### src/apu_cfg_pkg.sv
`default_nettype none

package apu_cfg_pkg;

	// Datapath wide enough for every operand size
	localparam int data_w = 32;

	// 64 program RAM words
	localparam int prog_aw = 6;

	// 32 data RAM words
	localparam int dat_aw = 5;

	// Eight general registers
	localparam int reg_aw = 3;

	localparam int cnt_w = 16;	// Loop counter

endpackage

`default_nettype wire

### src/apu_isa_pkg.sv
`default_nettype none

package apu_isa_pkg;

	typedef enum logic [3:0] {
		k_alu_rr = 4'd0,	// rd = rd op rs
		k_alu_ri = 4'd1,	// rd = rd op imm
		k_st     = 4'd2,	// dat[imm] = rs
		k_lpset  = 4'd3,	// cnt = imm
		k_djnz   = 4'd4,	// --cnt, jump while non-zero
		k_jc     = 4'd5,
		k_jz     = 4'd6,
		k_jmp    = 4'd7,
		k_halt   = 4'd8
	} apu_kind_e;

	// Bits 3:2 select the group, bits 1:0 the variant
	typedef enum logic [3:0] {
		f_load = 4'd0,
		f_and  = 4'd1,
		f_or   = 4'd2,
		f_xor  = 4'd3,
		f_add  = 4'd4,
		f_adc  = 4'd5,
		f_sub  = 4'd6,
		f_sbc  = 4'd7,
		f_rr   = 4'd8,
		f_rrc  = 4'd9,
		f_sra  = 4'd10,
		f_srz  = 4'd11,
		f_rl   = 4'd12,
		f_rlc  = 4'd13,
		f_mul  = 4'd14,
		f_muls = 4'd15
	} apu_func_e;

	typedef enum logic [1:0] {
		sz_8  = 2'd0,
		sz_16 = 2'd1,
		sz_24 = 2'd2,
		sz_32 = 2'd3
	} apu_sz_e;

	// kind in bits 31:28, imm in bits 15:0
	typedef struct packed {
		apu_kind_e   kind;
		apu_func_e   func;
		apu_sz_e     sz;
		logic [2:0]  rd;
		logic [2:0]  rs;
		logic [15:0] imm;
	} apu_insn_t;

endpackage

`default_nettype wire

### src/apu_alu.sv
`timescale 1ns/10ps
`default_nettype none

module apu_alu (
	input  logic [apu_cfg_pkg::data_w-1:0] arg0,
	input  logic [apu_cfg_pkg::data_w-1:0] arg1,
	input  logic                           c,
	input  apu_isa_pkg::apu_func_e         func,
	input  apu_isa_pkg::apu_sz_e           sz,
	output logic [apu_cfg_pkg::data_w-1:0] res,
	output logic                           fc,
	output logic                           fz,
	output logic                           fs,
	output logic                           fv
);
	import apu_cfg_pkg::*;
	import apu_isa_pkg::*;

	localparam int tw = $clog2(data_w);

	logic [data_w-1:0] msk;
	logic [tw-1:0]     top;	// Top bit index at the operand size
	logic [tw-1:0]     ftop;	// Same, but products are twice as wide
	logic [data_w-1:0] src_sz;
	logic [data_w-1:0] arg_sz;
	logic              sc;
	logic [data_w:0]   sum;
	logic [data_w:0]   dif;
	logic              cl;
	logic              lc;
	logic              rc;
	logic [data_w-1:0] r_rr;
	logic [data_w-1:0] r_rl;
	logic              sg;
	logic [data_w-1:0] mul_a;
	logic [data_w-1:0] mul_b;
	logic [data_w-1:0] prod;
	logic [data_w-1:0] r_mul;
	logic              is_mul;

	always_comb begin
		unique case (sz)
			sz_8: begin
				msk = data_w'('hff);
				top = tw'(7);
			end
			sz_16: begin
				msk = data_w'('hffff);
				top = tw'(15);
			end
			sz_24: begin
				msk = data_w'('hff_ffff);
				top = tw'(23);
			end
			sz_32: begin
				msk = '1;
				top = tw'(data_w - 1);
			end
		endcase
	end

	assign src_sz = arg0 & msk;
	assign arg_sz = arg1 & msk;

	// Carry in only for adc and sbc
	assign sc  = c & func[0];
	assign sum = {1'b0, src_sz} + {1'b0, arg_sz} + (data_w + 1)'(sc);
	assign dif = {1'b0, src_sz} - {1'b0, arg_sz} - (data_w + 1)'(sc);

	assign cl = arg1[top];	// Leaves on left shifts
	assign lc = func[0] ? c : cl;	// rlc takes old C

	always_comb begin
		case (func[1:0])
			2'b00:   rc = arg1[0];	// rr
			2'b01:   rc = c;	// rrc
			2'b10:   rc = cl;	// sra keeps sign
			default: rc = 1'b0;	// srz
		endcase
	end

	always_comb begin
		r_rr      = arg_sz >> 1;
		r_rr[top] = rc;	// Insert at the size's top bit
	end

	assign r_rl = ((arg_sz << 1) | data_w'(lc)) & msk;

	// Byte operands give a 16-bit product, all others use 16-bit operands
	assign sg = func[0];
	always_comb begin
		if (sz == sz_8) begin
			mul_a = {{(data_w - 8){arg0[7] & sg}}, arg0[7:0]};
			mul_b = {{(data_w - 8){arg1[7] & sg}}, arg1[7:0]};
		end else begin
			mul_a = {{(data_w - 16){arg0[15] & sg}}, arg0[15:0]};
			mul_b = {{(data_w - 16){arg1[15] & sg}}, arg1[15:0]};
		end
		prod  = mul_a * mul_b;
		r_mul = (sz == sz_8) ? (prod & data_w'('hffff)) : prod;
	end

	assign is_mul = func inside {f_mul, f_muls};
	assign ftop   = !is_mul ? top : (sz == sz_8) ? tw'(15) : tw'(data_w - 1);

	always_comb begin
		case (func)
			f_load:                    res = arg_sz;
			f_and:                     res = src_sz & arg_sz;
			f_or:                      res = src_sz | arg_sz;
			f_xor:                     res = src_sz ^ arg_sz;
			f_add, f_adc:              res = sum[data_w-1:0] & msk;
			f_sub, f_sbc:              res = dif[data_w-1:0] & msk;
			f_rr, f_rrc, f_sra, f_srz: res = r_rr;
			f_rl, f_rlc:               res = r_rl;
			default:                   res = r_mul;
		endcase
	end

	assign fz = res == '0;	// Result is already masked
	assign fs = res[ftop];

	always_comb begin
		case (func)
			f_add, f_adc:              fc = sum[int'(top) + 1];
			f_sub, f_sbc:              fc = dif[int'(top) + 1];	// Borrow
			f_rr, f_rrc, f_sra, f_srz: fc = arg1[0];
			f_rl, f_rlc:               fc = cl;
			f_mul, f_muls:             fc = fs;
			default:                   fc = 1'b0;
		endcase
	end

	// Signed overflow from the operand and result signs
	always_comb begin
		case (func)
			f_add, f_adc: fv = (src_sz[top] == arg_sz[top]) && (res[top] != src_sz[top]);
			f_sub, f_sbc: fv = (src_sz[top] != arg_sz[top]) && (res[top] != src_sz[top]);
			default:      fv = 1'b0;
		endcase
	end

endmodule

`default_nettype wire

### src/apu_loop_cnt.sv
`timescale 1ns/10ps
`default_nettype none

module apu_loop_cnt #(
	parameter int width = 16
) (
	input  logic             clk,
	input  logic             rst_n,
	input  logic             load,
	input  logic             dec,
	input  logic [width-1:0] val,
	output logic             cnt_zero
);

	logic [width-1:0] cnt;
	logic [width-1:0] cnt_nxt;

	always_comb begin
		if (load) begin
			cnt_nxt = val;	// Load wins over dec
		end else if (dec) begin
			cnt_nxt = cnt - 1'b1;
		end else begin
			cnt_nxt = cnt;
		end
	end

	// Look-ahead so djnz can branch in the same EXEC
	assign cnt_zero = cnt_nxt == '0;

	always_ff @(posedge clk) begin
		if (!rst_n) begin
			cnt <= '0;
		end else begin
			cnt <= cnt_nxt;
		end
	end

endmodule

`default_nettype wire

### src/apu_ram.sv
`timescale 1ns/10ps
`default_nettype none

module apu_ram #(
	parameter type word_t = logic [31:0],
	parameter int  aw     = 6
) (
	input  logic          clk,
	input  logic          we,
	input  logic [aw-1:0] waddr,
	input  word_t         wdata,
	input  logic [aw-1:0] raddr,
	output word_t         rdata
);

	word_t mem [0:(1 << aw) - 1];

	always_ff @(posedge clk) begin
		if (we) begin
			mem[waddr] <= wdata;
		end
		rdata <= mem[raddr];	// Old word on a same-address write
	end

endmodule

`default_nettype wire

### src/apu_regs.sv
`timescale 1ns/10ps
`default_nettype none

module apu_regs #(
	parameter int aw = 3
) (
	input  logic                           clk,
	input  logic                           rst_n,
	input  logic                           we,
	input  logic [aw-1:0]                  widx,
	input  logic [apu_cfg_pkg::data_w-1:0] wdata,
	input  logic [aw-1:0]                  ra_idx,
	input  logic [aw-1:0]                  rb_idx,
	output logic [apu_cfg_pkg::data_w-1:0] ra,
	output logic [apu_cfg_pkg::data_w-1:0] rb
);
	import apu_cfg_pkg::*;

	logic [data_w-1:0] regs [0:(1 << aw) - 1];

	always_ff @(posedge clk) begin
		if (!rst_n) begin
			for (int i = 0; i < (1 << aw); i++) begin
				regs[i] <= '0;
			end
		end else if (we) begin
			regs[widx] <= wdata;
		end
	end

	// Read ports see the value before this cycle's write
	assign ra = regs[ra_idx];
	assign rb = regs[rb_idx];

endmodule

`default_nettype wire

### src/apu_seq.sv
`timescale 1ns/10ps
`default_nettype none

module apu_seq #(
	parameter int prog_aw = 6
) (
	input  logic                   clk,
	input  logic                   rst_n,
	input  logic                   start,
	input  apu_isa_pkg::apu_insn_t insn,
	input  logic                   cnt_zero,
	input  logic                   alu_fc,
	input  logic                   alu_fz,
	input  logic                   alu_fs,
	input  logic                   alu_fv,
	output logic [prog_aw-1:0]     pc,
	output logic                   busy,
	output logic                   done,
	output logic                   reg_we,
	output apu_isa_pkg::apu_func_e alu_func,
	output apu_isa_pkg::apu_sz_e   alu_sz,
	output logic                   use_imm,
	output logic                   c_in,
	output logic                   cnt_load,
	output logic                   cnt_dec,
	output logic                   dat_we,
	output logic [3:0]             flags
);
	import apu_isa_pkg::*;

	typedef enum logic [1:0] {
		s_idle,
		s_fetch,	// Program RAM read in flight
		s_exec
	} state_e;

	state_e             state;
	logic               exec;
	logic               is_alu;
	logic               take;
	logic [prog_aw-1:0] target;
	logic               fl_c;
	logic               fl_z;
	logic               fl_s;
	logic               fl_v;

	assign exec   = state == s_exec;
	assign is_alu = insn.kind inside {k_alu_rr, k_alu_ri};
	assign target = insn.imm[prog_aw-1:0];

	always_comb begin
		case (insn.kind)
			k_djnz:  take = !cnt_zero;	// Count after this decrement
			k_jc:    take = fl_c;
			k_jz:    take = fl_z;
			k_jmp:   take = 1'b1;
			default: take = 1'b0;
		endcase
	end

	// Strobes only in EXEC where insn is valid
	assign reg_we   = exec && is_alu;
	assign dat_we   = exec && (insn.kind == k_st);
	assign cnt_load = exec && (insn.kind == k_lpset);
	assign cnt_dec  = exec && (insn.kind == k_djnz);

	assign alu_func = insn.func;
	assign alu_sz   = insn.sz;
	assign use_imm  = insn.kind == k_alu_ri;
	assign c_in     = fl_c;

	assign busy  = state != s_idle;
	assign flags = {fl_c, fl_z, fl_s, fl_v};	// C in bit 3, V in bit 0

	always_ff @(posedge clk) begin
		if (!rst_n) begin
			state <= s_idle;
			pc    <= '0;
			done  <= 1'b0;
			fl_c  <= 1'b0;
			fl_z  <= 1'b0;
			fl_s  <= 1'b0;
			fl_v  <= 1'b0;
		end else begin
			done <= 1'b0;
			case (state)
				s_idle: begin
					if (start) begin
						pc    <= '0;
						fl_c  <= 1'b0;	// Each run starts from clean flags
						fl_z  <= 1'b0;
						fl_s  <= 1'b0;
						fl_v  <= 1'b0;
						state <= s_fetch;
					end
				end
				s_fetch: state <= s_exec;
				s_exec: begin
					if (is_alu) begin
						fl_c <= alu_fc;
						fl_z <= alu_fz;
						fl_s <= alu_fs;
						fl_v <= alu_fv;
					end
					if (insn.kind == k_halt) begin
						state <= s_idle;
						done  <= 1'b1;
					end else begin
						pc    <= take ? target : pc + 1'b1;
						state <= s_fetch;
					end
				end
				default: state <= s_idle;
			endcase
		end
	end

endmodule

`default_nettype wire

### src/apu_top.sv
`timescale 1ns/10ps
`default_nettype none

module apu_top #(
	parameter int data_w  = apu_cfg_pkg::data_w,
	parameter int prog_aw = apu_cfg_pkg::prog_aw,
	parameter int dat_aw  = apu_cfg_pkg::dat_aw,
	parameter int reg_aw  = apu_cfg_pkg::reg_aw,
	parameter int cnt_w   = apu_cfg_pkg::cnt_w
) (
	input  logic                   clk,
	input  logic                   rst_n,
	input  logic                   prog_we,	// Only while busy is low
	input  logic [prog_aw-1:0]     prog_addr,
	input  apu_isa_pkg::apu_insn_t prog_data,
	input  logic                   start,
	output logic                   busy,
	output logic                   done,
	input  logic [dat_aw-1:0]      dat_raddr,
	output logic [data_w-1:0]      dat_rdata,	// One cycle after dat_raddr
	output logic [3:0]             flags
);
	import apu_isa_pkg::*;

	apu_insn_t          insn;
	logic [prog_aw-1:0] pc;
	logic               reg_we;
	logic               dat_we;
	logic               use_imm;
	logic               c_in;
	logic               cnt_load;
	logic               cnt_dec;
	logic               cnt_zero;
	apu_func_e          alu_func;
	apu_sz_e            alu_sz;
	logic [data_w-1:0]  ra;
	logic [data_w-1:0]  rb;
	logic [data_w-1:0]  arg1;
	logic [data_w-1:0]  alu_res;
	logic               alu_fc;
	logic               alu_fz;
	logic               alu_fs;
	logic               alu_fv;

	// Immediate is zero-extended
	assign arg1 = use_imm ? data_w'(insn.imm) : rb;

	apu_seq #(.prog_aw(prog_aw)) seq_inst (
		.clk, .rst_n, .start, .insn, .cnt_zero,
		.alu_fc, .alu_fz, .alu_fs, .alu_fv,
		.pc, .busy, .done, .reg_we, .alu_func, .alu_sz, .use_imm, .c_in,
		.cnt_load, .cnt_dec, .dat_we, .flags
	);

	apu_loop_cnt #(.width(cnt_w)) loop_cnt_inst (
		.clk, .rst_n,
		.load(cnt_load), .dec(cnt_dec), .val(cnt_w'(insn.imm)), .cnt_zero
	);

	apu_regs #(.aw(reg_aw)) regs_inst (
		.clk, .rst_n,
		.we(reg_we), .widx(insn.rd), .wdata(alu_res),
		.ra_idx(insn.rd), .rb_idx(insn.rs), .ra, .rb
	);

	apu_alu alu_inst (
		.arg0(ra), .arg1, .c(c_in), .func(alu_func), .sz(alu_sz),
		.res(alu_res), .fc(alu_fc), .fz(alu_fz), .fs(alu_fs), .fv(alu_fv)
	);

	// Host writes, sequencer reads at pc
	apu_ram #(.word_t(apu_insn_t), .aw(prog_aw)) prog_ram (
		.clk, .we(prog_we), .waddr(prog_addr), .wdata(prog_data),
		.raddr(pc), .rdata(insn)
	);

	// Stores come from rs, host reads results
	apu_ram #(.word_t(logic [data_w-1:0]), .aw(dat_aw)) dat_ram (
		.clk, .we(dat_we), .waddr(insn.imm[dat_aw-1:0]), .wdata(rb),
		.raddr(dat_raddr), .rdata(dat_rdata)
	);

endmodule

`default_nettype wire

### config.mk
export PLATFORM = sky130hd
export DESIGN_NAME = apu_top
export DESIGN_NICKNAME = d
export VERILOG_FILES = /design/src/apu_cfg_pkg.sv /design/src/apu_isa_pkg.sv /design/src/apu_alu.sv /design/src/apu_loop_cnt.sv /design/src/apu_ram.sv /design/src/apu_regs.sv /design/src/apu_seq.sv /design/src/apu_top.sv
export SDC_FILE = /design/constraint.sdc
export NUM_CORES = 2
export LEC_CHECK = 0
export ABC_AREA = 0
export ABC_CLOCK_PERIOD_IN_PS = 14400
export BUFFER_PORTS_ARGS = -buffer_cell sky130_fd_sc_hd__buf_2
export CORE_ASPECT_RATIO = 1.5
export CORE_MARGIN = 5
export CORE_UTILIZATION = 40
export DETAILED_ROUTE_END_ITERATION = 12
export SYNTH_ARGS = -nofsm -noshare
export SYNTH_HDL_FRONTEND = slang
export SYNTH_SLANG_ARGS = --single-unit
### constraint.sdc
create_clock -name clk -period 14.4 [get_ports clk]
set_clock_uncertainty 0.1 [all_clocks]
set_input_delay 2.16 -clock clk [delete_from_list [all_inputs] [get_ports clk]]
set_output_delay 2.16 -clock clk [all_outputs]
set_load 0.005 [all_outputs]
==> flow_summary.ini <==
[synthesis]
yosys_warnings = 0
synth_top_family_by_area = multiplexers
synthesis.area_um2 = 152000
synth.distinct_cells = 99
synth-main-ff-cell = edfxtp_1
synth_top_area_cell = edfxtp_1
synthXorXnorAreaFrac_pct = 0.648
async_reset_ff_share_pct = 0
yosys.area.top_type_share_pct = 65.7
synth.avg_cell_area_um2 = 18.5
synth_area_leaders = edfxtp_1 66%, mux4_2 15%, fa_1 4.6%
syn_inst = 8245
ys_ff_latch = 3421
synth-adder-area-share_pct = 6.67
synthSimpleGateAreaFrac_pct = 3.59
yosys-mux-area-fraction_pct = 16.5
synth-compound-area-share_pct = 3.25
synth_nets = 8893
seq_area_frac_synth_pct = 66.9
synth_edf_count = 3328

[sta]
rsz0062_at_grt = no
setup_viol = 0
slew_headroom_pct = 8.88
tightest_slew_ns = 1.37
slew_violations = 0
finalSetupTns_ns = 0
finalHoldViolations = 0
max_freq_mhz = 82.5
post-route-period-util_pct = 84.2
fin_crit_ns = 12.13
hold_ws_ns = 0.386

[route]
ant_nets = 1
vias_per_cell = 5.85
dr.pass1.iters = 8
routedWlPerCell_um = 31.5
drc_errors = 0
vias = 80600
drt-total-wl_um = 434000
drt_iter0_drc = 7790

[cells_and_area]
utilization_pct = 45.1
drive_gt1_share_pct = 23.9
area_growth_pct = 12.3
num-nets-final = 9135
fillers = 32300

[setup_path]
r2r_slack_ns = 2.27
path_class = flip-flop to flip-flop
crit_fanout = 21
slowest_delay_ns = 1.17
reg2reg_to = seq_inst.fl_z
r2r_cells = 33
cp_num_buf_inv = 7
arrival_ns = 12.83
worstPathRequired_ns = 15.11
cpLargestDelayFamily = adder cells
crit_slowest_cell = a221oi_1
path_common_cell = fa_1
crit_path_end_kind = flip-flop
startpoint_type = flip-flop
rr_startpoint = prog_ram.rdata[20]

[global_route]
grt_pass1_wl_um = 620000
grt_pass1_vias = 84900
grt_max_degree = 136
antenna_found_initial = 31
track_usage_pct = 21.9
gr-total-overflow = 0

[power_and_ir_drop]
ir_drop_v = 0.000476
power.leakage_uw = 0.0559
p_sw_share_pct = 32.9
p_comb_share_pct = 27.8
p_seq_share_pct = 40.2
clkPwrFrac_pct = 32.0
power.switching_uw = 9050
power_density_nw_per_um2 = 161
internal_power_uw = 18500

[clock_tree]
htree_levels = 5
cts_buffers = 335
cts_resized = 0
cts_sinks = 3421
clk_path_buf_depth = 4
clk_pin_slew_worst_paths_ns = 0.06
clkLatencyLatePin_ns = 0.89
postCtsSetupRepairBufs = 0
cts_tree = yes
hold_buffers = 0
cts_root_buffer = clkbuf_16

[die]
fp.dieW_um = 514
dieArea_um2 = 393000
start_util_pct = 40.1
io_pins = 85
core_area_um2 = 379000
die_h_um = 765
placement_rows = 277

[place]
io_buffers = 84
place_congestion = 0.933
dp_hpwl_um = 266000

[run]
drv_cap = 0

[min_path]
hold_depth = 2
hold_class = flip-flop to flip-flop
min-delay-start = seq_inst.state[0]
hold_end = seq_inst.state[1]

[outcome]
violations = antenna violations
outcome = finished, violations left
[worst reg2reg max path, delay by kind of cell (launching register included)]
kind	cells	cell delay, ns
xor+xnor	1	0.25
flops	1	0.79
compound gates	7	2.60
buf+inv	7	1.06
fa+ha+maj	9	4.22
simple gates	8	2.81
mux	1	0.23
[metrics by stage]
step / instance area [µm²] / setup WS, ns / power (µW) / instances
after floorplan: 152000 / 4.26 / 15600 / 8245
after global placement: 160000 / 2.64 / 18900 / 13200
after detailed placement: 160000 / 2.50 / 18900 / 13200
after CTS: 171000 / 2.49 / 27800 / 13800
after global routing: 171000 / 1.84 / 28600 / 13800
final: 171000 / 2.27 / 27500 / 13800
[cell usage in the layout, fill, tap and decap left out, types with 67 or more instances in the layout]
master / count
a21oi_1: 123
xnor2_1: 76
edfxtp_1: 3328
inv_1: 525
buf_4: 238
buf_2: 80
mux2i_1: 83
mux4_2: 1039
clkbuf_16: 336
o21ai_0: 123
fa_1: 349
mux2_2: 78
nand2_1: 301
nor2_1: 558
nor2_4: 96
a22oi_1: 96
ha_1: 252
dfxtp_1: 82
clkinv_1: 67
[cell families (layout without fill, tap and decap cells)]
kind of cell | count (synthesis) | after routing
DFF | 3421 | 3421
and+or+nand+nor | 1252 | 1252
muxes | 1201 | 1201
buffers and inverters | 952 | 1462
AOI/OAI and AO/OA | 707 | 707
adders and majority gates | 601 | 601
xor gates and xnor gates | 111 | 111
other | 0 | 10
[worst max-delay path by stage]
stage	from	end	slack [ns]	cells after the start
2_1_floorplan	prog_ram.rdata[19]	seq_inst.fl_z	4.26	36
3_3_place_gp	prog_ram.rdata[20]	regs_inst.regs[0][30]	2.64	33
3_5_place_dp	prog_ram.rdata[20]	seq_inst.fl_z	2.50	33
4_1_cts	prog_ram.rdata[20]	seq_inst.fl_z	2.49	33
5_1_grt	prog_ram.rdata[16]	seq_inst.fl_v	1.84	30
6_report	prog_ram.rdata[20]	seq_inst.fl_z	2.27	33
[routing by layer]
| metal | wire [µm] | share of wire, % | track usage [%] | vias up |
|---|---|---|---|---|
| met5 | 69 | 0.016 | 0 | - |
| met1 | 158000 | 36 | 26.1 | 43300 |
| met3 | 26300 | 6.1 | 3.15 | 991 |
| met2 | 229000 | 53 | 39.6 | 3314 |
| li1 | - | - | - | 33000 |
| met4 | 21000 | 4.8 | 9.07 | 10 |
[cells in the mapped netlist, types with 15 or more instances]
cell      instances
and2_1           35
nor2_1          660
fa_1            349
a221oi_1         17
a211oi_1         26
a21oi_1         123
nor3_1           41
nor2b_1          43
dfxtp_1          93
clkbuf_1        298
xor2_1           34
nand3_1          36
mux4_2         1039
o211ai_1         19
xnor2_1          76
a21o_1           30
nand2_1         301
a31oi_1          21
o21ai_0         123
edfxtp_1       3328
ha_1            252
o21a_1           24
inv_1           525
a22oi_1          96
buf_1            91
o22ai_1          53
nand2b_1         25
buf_2            16
mux2_2           78
mux2i_1          83
and3_1           15
[power by group through the flow]
stage | Combinational, µW | Clock [µW] | Sequential, µW
global placement | 7640 | 0 | 11300
finish | 7650 | 8810 | 11100
global route | 8120 | 9380 | 11100
CTS | 7700 | 8990 | 11100
detailed placement | 7660 | 0 | 11300
floorplan | 4300 | 0 | 11300
[state kept, by name, indices dropped and copies added (netlist names)]
name,cells
seq_inst.fl_s,1
seq_inst.pc,6
seq_inst.done,1
loop_cnt_inst.cnt,16
seq_inst.fl_z,1
prog_ram.rdata,32
dat_ram.rdata,32
prog_ram.mem,2048
seq_inst.c_in,1
seq_inst.state,2
seq_inst.fl_v,1
regs_inst.regs,256
dat_ram.mem,1024
[layout make-up]
cell class,instances,area (µm²),share of cell area [%]
clock buffer,416,8870,5.19
inverter,532,2000,1.17
timing repair buffer,325,2320,1.36
antenna,10,25.0,0.0146
tap,5022,6280,3.68
clock inverter,189,2090,1.22
sequential,3421,102000,59.6
multi-input combinational,3872,47500,27.8
Note: power is estimated with default switching activity, not from simulation.
